==> config.mk <==
export PLATFORM = sky130hd
export DESIGN_NAME = mac_ctrl_flat
export DESIGN_NICKNAME = d
export VERILOG_FILES = /design/src/design/mac_pkg.sv /design/src/design/mac_cmd_if.sv /design/src/design/mac_ctrl.sv /design/src/flat_wrapper.sv
export SDC_FILE = /design/constraint.sdc
export NUM_CORES = 1
export LEC_CHECK = 0
export ABC_AREA = 0
export BUFFER_PORTS_ARGS = -buffer_cell sky130_fd_sc_hd__buf_2
export CORE_AREA = 2 2 132 134
export CTS_BUF_LIST = sky130_fd_sc_hd__clkbuf_8
export DETAILED_ROUTE_END_ITERATION = 6
export DIE_AREA = 0 0 134 136
export PLACE_DENSITY = 0.65
export SYNTH_ARGS = -nofsm -noshare
export SYNTH_HDL_FRONTEND = slang
export SYNTH_SLANG_ARGS = --single-unit
==> constraint.sdc <==
create_clock -name clk -period 18.5 [get_ports clk]
set_input_delay 2.775 -clock clk [delete_from_list [all_inputs] [get_ports clk]]
set_output_delay 2.775 -clock clk [all_outputs]
set_load 0.03 [all_outputs]
==> src/design/mac_pkg.sv <==
// shared widths, Q16.16 format, lane/row/address types
// and the control state encoding for the hidden-layer MAC
`default_nettype none

package mac_pkg;

	localparam int LANE_W    = 32;         // one Q16.16 lane value
	localparam int LANES     = 4;          // parallel lanes per row
	localparam int DEPTH     = 16;         // hidden rows
	localparam int ADDR_W    = 4;          // row index width
	localparam int FRAC_BITS = 16;         // fraction bits
	localparam int PROD_W    = 2 * LANE_W; // full product before rescale

	// signed fixed point, 16 integer bits and 16 fraction bits
	typedef logic signed [LANE_W-1:0] lane_t;

	// lane 0 sits in the low 32 bits
	typedef lane_t [LANES-1:0] row_t;

	typedef logic [ADDR_W-1:0] addr_t;

	// control flow of one hidden-layer run
	typedef enum logic [2:0] {
		IDLE     = 3'd0, // waiting for start
		OP_START = 3'd1, // ready for a sample
		OP       = 3'd2, // sample in the lanes
		OP_DONE  = 3'd3, // row finished, advance address
		ALL_DONE = 3'd4  // run over, sticky until reset
	} mac_state_e;

endpackage

`default_nettype wire

==> src/design/mac_cmd_if.sv <==
// sample command from control to the lanes, completion back
`timescale 1ns/10ps
`default_nettype none

interface mac_cmd_if;
	import mac_pkg::*;

	logic  start;   // one-cycle pulse, one command at a time
	lane_t din;     // activation, valid with start
	row_t  weights; // four weights, valid with start
	addr_t addr;    // target row, steady from start to done
	logic  done;    // one-cycle pulse per start

	modport ctrl (
		output start, din, weights, addr,
		input  done
	);

	modport lanes (
		input  start, din, weights, addr,
		output done
	);

endinterface

`default_nettype wire

==> src/design/mac_ctrl.sv <==
// decode stage: run FSM, hidden row address, sample capture,
// ready / next-input / done outputs
`timescale 1ns/10ps
`default_nettype none

module mac_ctrl (
	input  wire                 clk,
	input  wire                 reset,
	input  wire                 i_start,
	input  wire                 i_empty,
	input  wire                 i_read_done,
	input  mac_pkg::lane_t      i_din,
	input  mac_pkg::row_t       i_weights,
	mac_cmd_if.ctrl             cmd,
	output logic                o_ready,
	output logic                o_next_in,
	output logic                o_all_done,
	output mac_pkg::mac_state_e o_state
);
	import mac_pkg::*;

	mac_state_e state_q, state_d;
	addr_t      addr_q;
	logic       accept;      // sample taken at this edge
	logic       start_q;
	lane_t      din_q;
	row_t       weights_q;

	assign accept = (state_q == OP_START) && !i_empty;

	always_comb begin
		state_d = state_q;
		case (state_q)
			IDLE:     if (i_start) state_d = OP_START;
			OP_START: if (!i_empty) state_d = OP; // empty holds us here
			OP:       if (cmd.done) state_d = OP_DONE; // wait on lanes, not a count
			OP_DONE: begin
				// source finished and drained -> run over
				if (i_read_done && i_empty) state_d = ALL_DONE;
				else state_d = OP_START;
			end
			ALL_DONE: state_d = ALL_DONE;
			default:  state_d = IDLE;
		endcase
	end

	always_ff @(posedge clk) begin
		if (reset) begin
			state_q <= IDLE;
			addr_q  <= '0;
			start_q <= 1'b0;
		end else begin
			state_q <= state_d;
			start_q <= accept; // one pulse per accepted sample
			if (state_q == IDLE) addr_q <= '0;
			else if (state_q == OP_DONE) addr_q <= addr_q + 1'b1; // 15 wraps to 0
		end
	end

	// sample registers, only meaningful with start_q
	always_ff @(posedge clk) begin
		if (accept) begin
			din_q     <= i_din;
			weights_q <= i_weights;
		end
	end

	assign cmd.start   = start_q;
	assign cmd.din     = din_q;
	assign cmd.weights = weights_q;
	assign cmd.addr    = addr_q; // only moves in OP_DONE, after done

	assign o_ready    = (state_q == OP_START);
	assign o_next_in  = (state_q == OP_DONE) && (addr_q == addr_t'(DEPTH - 1)); // end of sweep
	assign o_all_done = (state_q == ALL_DONE);
	assign o_state    = state_q;

	// acceptance to next ready is four cycles
	a_ready_gap: assert property (@(posedge clk) disable iff (reset)
		o_ready && !i_empty |=> !o_ready [*4])
		else $error("ready returned early after a sample");

	// lane completion only while a sample is in flight
	a_done_in_op: assert property (@(posedge clk) disable iff (reset)
		cmd.done |-> state_q == OP)
		else $error("lane done outside OP");

endmodule

`default_nettype wire

==> src/flat_wrapper.sv <==
// flat-port wrapper written by rule: the top's interface ports become plain ports
module mac_ctrl_flat import mac_pkg::*;
  (clk, reset, i_start, i_empty, i_read_done, i_din, i_weights, o_ready, o_next_in, o_all_done, o_state, cmd_start, cmd_din, cmd_weights, cmd_addr, cmd_done);
  mac_cmd_if cmd_i ();
  input  wire clk;
  input  wire reset;
  input  wire i_start;
  input  wire i_empty;
  input  wire i_read_done;
  input  mac_pkg::lane_t i_din;
  input  mac_pkg::row_t i_weights;
  output logic o_ready;
  output logic o_next_in;
  output logic o_all_done;
  output mac_pkg::mac_state_e o_state;
  output wire logic [$bits(cmd_i.start)-1:0] cmd_start;
  output wire logic [$bits(cmd_i.din)-1:0] cmd_din;
  output wire logic [$bits(cmd_i.weights)-1:0] cmd_weights;
  output wire logic [$bits(cmd_i.addr)-1:0] cmd_addr;
  input wire logic [$bits(cmd_i.done)-1:0] cmd_done;
  assign cmd_start = cmd_i.start;
  assign cmd_din = cmd_i.din;
  assign cmd_weights = cmd_i.weights;
  assign cmd_addr = cmd_i.addr;
  assign cmd_i.done = cmd_done;
  mac_ctrl u_core (.clk(clk), .reset(reset), .i_start(i_start), .i_empty(i_empty), .i_read_done(i_read_done), .i_din(i_din), .i_weights(i_weights), .cmd(cmd_i), .o_ready(o_ready), .o_next_in(o_next_in), .o_all_done(o_all_done), .o_state(o_state));
endmodule
==> results of run 1 <==
## report_power, final
group	leakage, nW	internal (mW)	switching (mW)
Combinational	1.44	0.0240	0.0540
Clock	0.178	0.109	0.138
Sequential	1.53	0.438	0.00562
Total	3.15	0.570	0.197
## worst register-to-register path, cell delays in order, from the launching register on
cell	delay, ps
dfxtp_1	650
or2b_1	340
nor3_2	110
buf_4	750
buf_4	960
## area by class of cell
| type | instances | area (sq um) | share of cell area |
|---|---|---|---|
| clock buffer | 17 | 234.0 | 0.03083 |
| tap | 225 | 281.5 | 0.03709 |
| timing repair buffer | 338 | 1697 | 0.2235 |
| multi-input combinational | 40 | 267.8 | 0.03528 |
| antenna | 3 | 7.507 | 0.0009891 |
| clock inverter | 14 | 137.6 | 0.01813 |
| sequential | 168 | 4965 | 0.6541 |
## worst paths after layout
| path | slack [ps] | start | to | cells past startpoint |
|---|---|---|---|---|
| max | 13760 | i_empty | u_core.cmd.weights[11] | 4 |
| min reg2reg | 540 | u_core.cmd.addr[3] | u_core.cmd.addr[3] | 2 |
| max reg2reg | 15260 | u_core.o_state[0] | u_core.cmd.weights[11] | 4 |
| min | 540 | u_core.cmd.addr[3] | u_core.cmd.addr[3] | 2 |
## state kept, by name (all words and copies together) (netlist names)
signal and cells:
u_core.cmd.addr 4, u_core.cmd.din 32, u_core.cmd.start 1, u_core.cmd.weights 128
u_core.o_state 3
## stage by stage
step | utilization | std cells | hold slack, ps
6_report | 0.4497 | 805 | 537.4
4_1_cts | 0.4493 | 802 | 532.8
5_1_grt | 0.4496 | 804 | 557.5
2_1_floorplan | - | 212 | 623.6
3_5_place_dp | 0.4273 | 771 | 515.2
3_3_place_gp | 0.4273 | 771 | 494.9
## kinds of logic (layout without fill, tap and decap cells)
group           after synthesis  count (layout)  share of synthesized area
compound gates               16              16                    0.01857
fa+ha+maj                     1               1                   0.002381
buf+inv                       4             369                   0.005237
flops                       168             168                     0.9448
other cells                   0               3                          0
simple gates                 23              23                    0.02905
## cell usage in the layout, fill, tap and decap left out, drive strengths merged, types with 3 or more instances in the layout
cell type    n
buf        338
o21ai        7
dfxtp        8
diode        3
clkinvlp     4
edfxtp     160
nor2         4
clkbuf      17
nor3         3
a21oi        3
nor2b        4
inv          7
## routing by layer
metal  routed length [um]  up-vias  track usage
met5                    0        -            0
met4                  210        0      0.05910
met3                 1080       12      0.05295
met2                 7096      182       0.2376
met1                 4983     1605       0.1541
li1                     -     1558            -
==> reports/qor.yml, run 1 <==
synth_top_area_cell: "edfxtp_1"
drtIter0Drc: 110
cp_num_buf_inv: 3
synth.most_common_cell: "edfxtp_1"
netlist.area_leader.share: 0.9143
drt-total-wl_um: 13370
syn-num-nets: 379
end_kind: "flop"
antenna_found_initial: 2
fin_worst_skew_ps: 12.99
status: "complete, no violations"
final_hold_viol_count: 0
irDropWorstVdd_mv: 0.03478
syn_avg_cell_area_sq_um: 24.79
p_per_area_nw_per_um2: 101.2
ys_types: 27
dieArea_sq_um: 18220
fin_tns_setup_ps: 0
p_leak_nw: 3.152
portBuffers: 336
ys_seq_area_frac: 0.9448
ys.flop_type: "edfxtp_1"
cts_sinks: 168
numCtsBuffers: 17
cts-root-buf: "clkbuf_8"
grt_max_degree: 84
syn_area_sq_um: 5255
rsz0062_at_grt: "no"
crit_required_ps: 18560
worstMarginPinSlew_ps: 1006
min_path_type: "reg -> reg"
critPathMostFrequentCell: "buf_4"
num_vias: 3357
grt_pass1_vias: 3396
clockBufferDepth: 2
grt_usage: 0.1383
viasPerCell: 4.170
netlist_top_cells_count: "160 x edfxtp_1, 8 x dfxtp_1, 7 x o21ai_0"
post-dp-hpwl_um: 10260
cts_setup_buffers: 0
critical-path-top-delay-family: "buffers and inverters"
placed_cell_area_sq_um: 7211
clock_latency_ps: 440
fin_ws_ps: 13760
synth.area.top_cells: "edfxtp_1 91%, dfxtp_1 3.0%, o21ai_0 0.67%, nor2b_1 0.48%, nand4b_4 0.45%"
setup.worst_path.start_class: "primary input"
cts_tree: "yes"
slew_violations: 0
synth.ff_latch_count: 168
ios: 337
die_w_um: 134
cts.clk_slew.worst_paths_ps: 90
p_total_mw: 0.7677
dp_slack_ps: 13250
start_util: 0.3114
path_max_fanout: 83
cts_hold_buf: 0
syn2layout_area_growth_pct: 44.43
ant_nets: 0
dr.pass1.iters: 4
synth-edff-count: 160
slowest_delay_ps: 900
finalWeightedCongestion: 0.8168
cp_cell_sequence: "buf_2 -> nor3_2 -> buf_4 -> buf_4"
max_freq_mhz: 210.8
wl_per_cell_um: 16.61
relSlewSlack: 0.3294
postSynthCellCount: 212
drc_errors: 0
n_fill_cell: 1521
cts_htree_levels: 4
cp_slowest_cell: "buf_4"
final_nets: 732
design_area_sq_um: 7590
grt_pass1_wl_um: 18450
fin_crit_sh: 0.2565
yosys_warnings: 0
drv_cap: 0
critPathArrivalTime_ps: 4800
core_area_sq_um: 16880
rows: 48
synth-async-reset-ratio: 0
min_period_ps: 4745
setup_viol: 0
cts_resized: 0
drive_gt1_frac: 0.6447
critical_path_class: "in -> reg"
globalRouteOverflowTotal: 0
dieHeight_um: 136
(Power assumes the default switching activity.)
==> run 2, diff against run 1 <==
clock period = 4.4 ns   (was 18.5 ns; I/O delays follow)
==> run 2 against run 1 <==
Critical path type is now reg -> out. Critical path depth is 1 lower. Sequential share of layout area shrank 0.074 points. Clock-buffer cell count unchanged. First-iteration DRC count grew 43%. Flip-flop and latch count is the same. Cell count is 0.25% lower.
==> reports/qor.yml, run 2 (synthesis results as in run 1) <==
status: "complete, no violations"
drive_gt1_frac: 0.6476  # +0.002855
p_per_area_nw_per_um2: 424.7  # +320%
dieHeight_um: 136  # unchanged
grt_usage: 0.1395  # +0.001208
syn2layout_area_growth_pct: 44.74
die_w_um: 134  # unchanged
min_period_ps: 2469
slew_violations: 0  # unchanged
fin_crit_sh: 0.5612
wl_per_cell_um: 16.68  # +0.46%
cp_slowest_cell: "dfxtp_1"
critical_path_class: "reg -> out"
worstMarginPinSlew_ps: 862.9  # -143.0 ps
cts_hold_buf: 0  # unchanged
cts_tree: "yes"
antenna_found_initial: 2  # unchanged
numCtsBuffers: 17  # unchanged
placed_cell_area_sq_um: 7227  # +0.23%
crit_required_ps: 3740  # -14820 ps
fin_ws_ps: 1931  # -11820 ps
cts.clk_slew.worst_paths_ps: 100  # about the same
irDropWorstVdd_mv: 0.2116  # +510%
post-route-util: 0.4507  # +0.0009640
grt_max_degree: 161  # +92%
cts_resized: 0  # unchanged
cts_setup_buffers: 0  # unchanged
whs_ps: 384.3  # -153.1 ps
p_total_mw: 3.230  # +320%
largest_reg_flops: 128  # unchanged
final_nets: 731  # -0.14%
drv_cap: 0  # unchanged
grt_pass1_wl_um: 18750  # +1.6%
max_freq_mhz: 405.0
layout_common_cells: "336 x buf_2, 160 x edfxtp_1, 17 x clkbuf_8"
stdcell_count: 803  # -0.25%
cts_sinks: 168  # unchanged
dr.pass1.iters: 4  # unchanged
design_area_sq_um: 7606  # +0.21%
cts_htree_levels: 4  # unchanged
grt_pass1_vias: 3516  # +3.5%
rows: 48  # unchanged
start_util: 0.3114  # unchanged
post-dp-hpwl_um: 10220  # -0.36%
cp_cell_sequence: "nand4b_4 -> nor2_1 -> buf_2"
dp_slack_ps: 2263  # -10990 ps
p_leak_nw: 3.151  # about the same
fin_tns_setup_ps: 0  # unchanged
cts-root-buf: "clkbuf_8"
ios: 337  # unchanged
min_path_type: "in -> reg"
relSlewSlack: 0.4248  # +0.09535
clock_latency_ps: 440  # about the same
drt-total-wl_um: 13400  # +0.21%
num_vias: 3374  # +0.51%
finalWeightedCongestion: 0.7988  # -2.2%
drtIter0Drc: 157  # +43%
viasPerCell: 4.202  # +0.76%
dieArea_sq_um: 18220  # unchanged
path_max_fanout: 19  # -77%
setup.worst_path.start_class: "flop"
drc_errors: 0  # unchanged
globalRouteOverflowTotal: 0  # unchanged
portBuffers: 336  # unchanged
final_hold_viol_count: 0  # unchanged
core_area_sq_um: 16880  # unchanged
end_kind: "output port"
layout_commonest_cell: "buf_2"
dp_cells: 770  # -0.13%
clockBufferDepth: 2  # unchanged
slowest_delay_ps: 780  # -120 ps
critPathArrivalTime_ps: 1810  # -2990 ps
ant_nets: 0  # unchanged
setup_viol: 0  # unchanged
fin_worst_skew_ps: 16.62  # +3.626 ps
rsz0062_at_grt: "no"
run 2: critical path, delay by kind of cell, from the launching register on:
kind | cells | cell delay, ps
buffers and inverters | 1 | 240
DFF | 1 | 780
and+or+nand+nor | 2 | 360
run 2: final timing paths:
check / start / to / slack [ps] / cells past startpoint
min reg2reg: u_core.cmd.addr[3] / u_core.cmd.addr[3] / 520 / 2
min: i_weights[9] / u_core.cmd.weights[9] / 380 / 1
max reg2reg: u_core.o_state[0] / u_core.cmd.weights[37] / 2200 / 3
max: u_core.o_state[1] / o_next_in / 1930 / 3
run 2: report_power, final:
group / total, mW / internal (mW) / leakage (nW) / switching, mW
Combinational: 0.331 / 0.102 / 1.44 / 0.229
Clock: 1.04 / 0.459 / 0.179 / 0.577
Sequential: 1.86 / 1.84 / 1.53 / 0.0247
run 2: layout make-up:
cell class / instances / area (sq um)
sequential: 168 / 4970
antenna: 2 / 5.005
clock buffer: 17 / 234.0
clock inverter: 14 / 140.1
timing repair buffer: 337 / 1702
tap: 225 / 281.5
fill: 1540 / 9270
multi-input combinational: 40 / 274.0
run 2: metal layers:
layer	global-route usage	vias to the layer above	routed length [um]
li1	-	1555	-
met1	0.1494	1617	4829
met2	0.2402	179	7048
met3	0.05705	21	1214
met4	0.06738	2	291
met5	0	-	13
==> run 3, diff against run 2 <==
clock period = 2.6 ns   (was 4.4 ns; I/O delays follow)
==> run 3 against run 2 <==
Final area increased by 0.58%. Hold slack got worse by 270 ps. Clock skew decreased by 7.7 ps. Critical endpoint unchanged. Largest power group unchanged. Cell count increased by 0.12%. Combinational power increased by 71%. Worst setup slack got worse by 1400 ps. First-iteration DRC count increased by 15%. Critical path depth unchanged. Sequential share of layout area decreased by 0.37 points. Largest cell class unchanged. Flip-flop and latch count unchanged.
==> reports/qor.yml, run 3 (synthesis results as in run 1) <==
globalRouteOverflowTotal: 0  # unchanged
cts_hold_buf: 0  # unchanged
cp_slowest_cell: "dfxtp_1"
final_hold_viol_count: 0  # unchanged
post-route-util: 0.4533  # +0.002595
drive_gt1_frac: 0.6471  # about the same
clock_latency_ps: 440  # about the same
relSlewSlack: 0.5584  # +0.1337
slew_violations: 0  # unchanged
slowest_delay_ps: 760  # -20 ps
crit_required_ps: 2210  # -1530 ps
path_max_fanout: 19  # unchanged
setup.worst_path.start_class: "flop"
min_period_ps: 2071
finalWeightedCongestion: 0.7953  # -0.44%
path_depth: 3  # unchanged
dp_slack_ps: 632.9  # -1630 ps
clockBufferDepth: 2  # unchanged
reg2reg_from: "u_core.o_state[0]"
post-dp-hpwl_um: 10240  # +0.17%
cts_setup_buffers: 0  # unchanged
grt_pass1_wl_um: 18730  # about the same
p_per_area_nw_per_um2: 732.0  # +72%
ios: 337  # unchanged
dieArea_sq_um: 18220  # unchanged
num_vias: 3368  # -0.18%
rr_endpoint: "u_core.cmd.weights[59]"
cts_tree: "yes"
critical-path-top-delay-family: "flip-flops"
max_freq_mhz: 482.8
rsz0062_at_grt: "no"
fin_worst_skew_ps: 8.951  # -7.664 ps
critPathArrivalTime_ps: 1680  # -130 ps
end_kind: "output port"
syn2layout_area_growth_pct: 45.57
fin_crit_sh: 0.7967
cts_sinks: 168  # unchanged
stdcell_count: 804  # +0.12%
p_leak_nw: 3.185  # +1.1%
wl_per_cell_um: 16.72  # +0.19%
drc_errors: 0  # unchanged
rows: 48  # unchanged
grt_usage: 0.1391  # -0.0004641
crit_end: "o_next_in"
cp_num_buf_inv: 1  # unchanged
dieHeight_um: 136  # unchanged
layout_common_cells: "336 x buf_2, 160 x edfxtp_1, 17 x clkbuf_8"
cts_htree_levels: 4  # unchanged
numCtsBuffers: 17  # unchanged
worstMarginPinSlew_ps: 661.4  # -201.4 ps
drtIter0Drc: 180  # +15%
irDropWorstVdd_mv: 0.3007  # +42%
start_util: 0.3114  # unchanged
cts-root-buf: "clkbuf_8"
dr.pass1.iters: 5  # +1
dp_cells: 771  # +0.13%
critical_path_class: "reg -> out"
cp_cell_sequence: "nand4b_4 -> nor2_1 -> buf_2"
hold_depth: 1  # unchanged
cts.clk_slew.worst_paths_ps: 90  # about the same
ant_nets: 0  # unchanged
reg2reg_depth: 3  # unchanged
min_path_type: "in -> reg"
core_area_sq_um: 16880  # unchanged
startpoint: "u_core.o_state[1]"
largest_reg_flops: 128  # unchanged
die_w_um: 134  # unchanged
cts_resized: 0  # unchanged
final_nets: 732  # +0.14%
layout_commonest_cell: "buf_2"
drt-total-wl_um: 13440  # +0.31%
portBuffers: 336  # unchanged
ff2ff_setup_slack_ps: 600  # -1600 ps
grt_max_degree: 91  # -43%
fin_ws_ps: 528.6  # -1402 ps
grt_pass1_vias: 3456  # -1.7%
viasPerCell: 4.189  # -0.30%
antenna_found_initial: 2  # unchanged
drv_cap: 0  # unchanged
setup_viol: 0  # unchanged
status: "complete, no violations"
-- run 3: per-stage QoR --
stage / TNS, ps / total power [mW] / hold slack (ps) / area (sq um)
floorplan: -398240 / 3.538 / 459.1 / 5281
global placement: 0 / 3.773 / 494.2 / 7247
detailed placement: 0 / 3.788 / 508.5 / 7247
CTS: 0 / 5.680 / 70.77 / 7647
global route: 0 / 5.807 / 68.49 / 7647
finish: 0 / 5.600 / 112.8 / 7650
-- run 3: power breakdown --
| group | internal (mW) | total (mW) | switching [mW] |
|---|---|---|---|
| clock network | 0.879 | 1.88 | 1.00 |
| registers | 3.11 | 3.15 | 0.0417 |
| logic | 0.178 | 0.566 | 0.388 |
-- run 3: layout make-up --
cell class / instances / area [sq um]
antenna: 1 / 2.502
clock buffer: 17 / 234.0
clock inverter: 15 / 166.4
fill: 1513 / 9226
multi-input combinational: 40 / 274.0
sequential: 168 / 4970
tap: 225 / 281.5
timing repair buffer: 338 / 1722
-- run 3: worst register-to-register path: stages, from the launching register on --
cell and delay, ps:
dfxtp_2 500, or2b_1 340, nor3_4 290, buf_12 410
-- run 3: worst min-delay path by stage --
| stage | slack (ps) | from | end |
|---|---|---|---|
| 3_3_place_gp | 490 | u_core.o_state[2] | u_core.o_state[0] |
| 2_1_floorplan | 460 | reset | u_core.cmd.addr[0] |
| 4_1_cts | 70 | i_weights[6] | u_core.cmd.weights[6] |
| 3_5_place_dp | 510 | u_core.o_state[2] | u_core.o_state[1] |
| 6_report | 110 | i_weights[6] | u_core.cmd.weights[6] |
| 5_1_grt | 70 | i_weights[28] | u_core.cmd.weights[28] |
-- run 3: per-layer routing --
| layer | vias to the layer above | part of all wire | wire (um) | global-route usage |
|---|---|---|---|---|
| met3 | 17 | 0.10 | 1411 | 0.06637 |
| met2 | 187 | 0.51 | 6880 | 0.2385 |
| met1 | 1606 | 0.36 | 4902 | 0.1516 |
| met4 | 2 | 0.017 | 228 | 0.04728 |
| li1 | 1556 | - | - | - |
| met5 | - | 0.0013 | 17 | 0 |
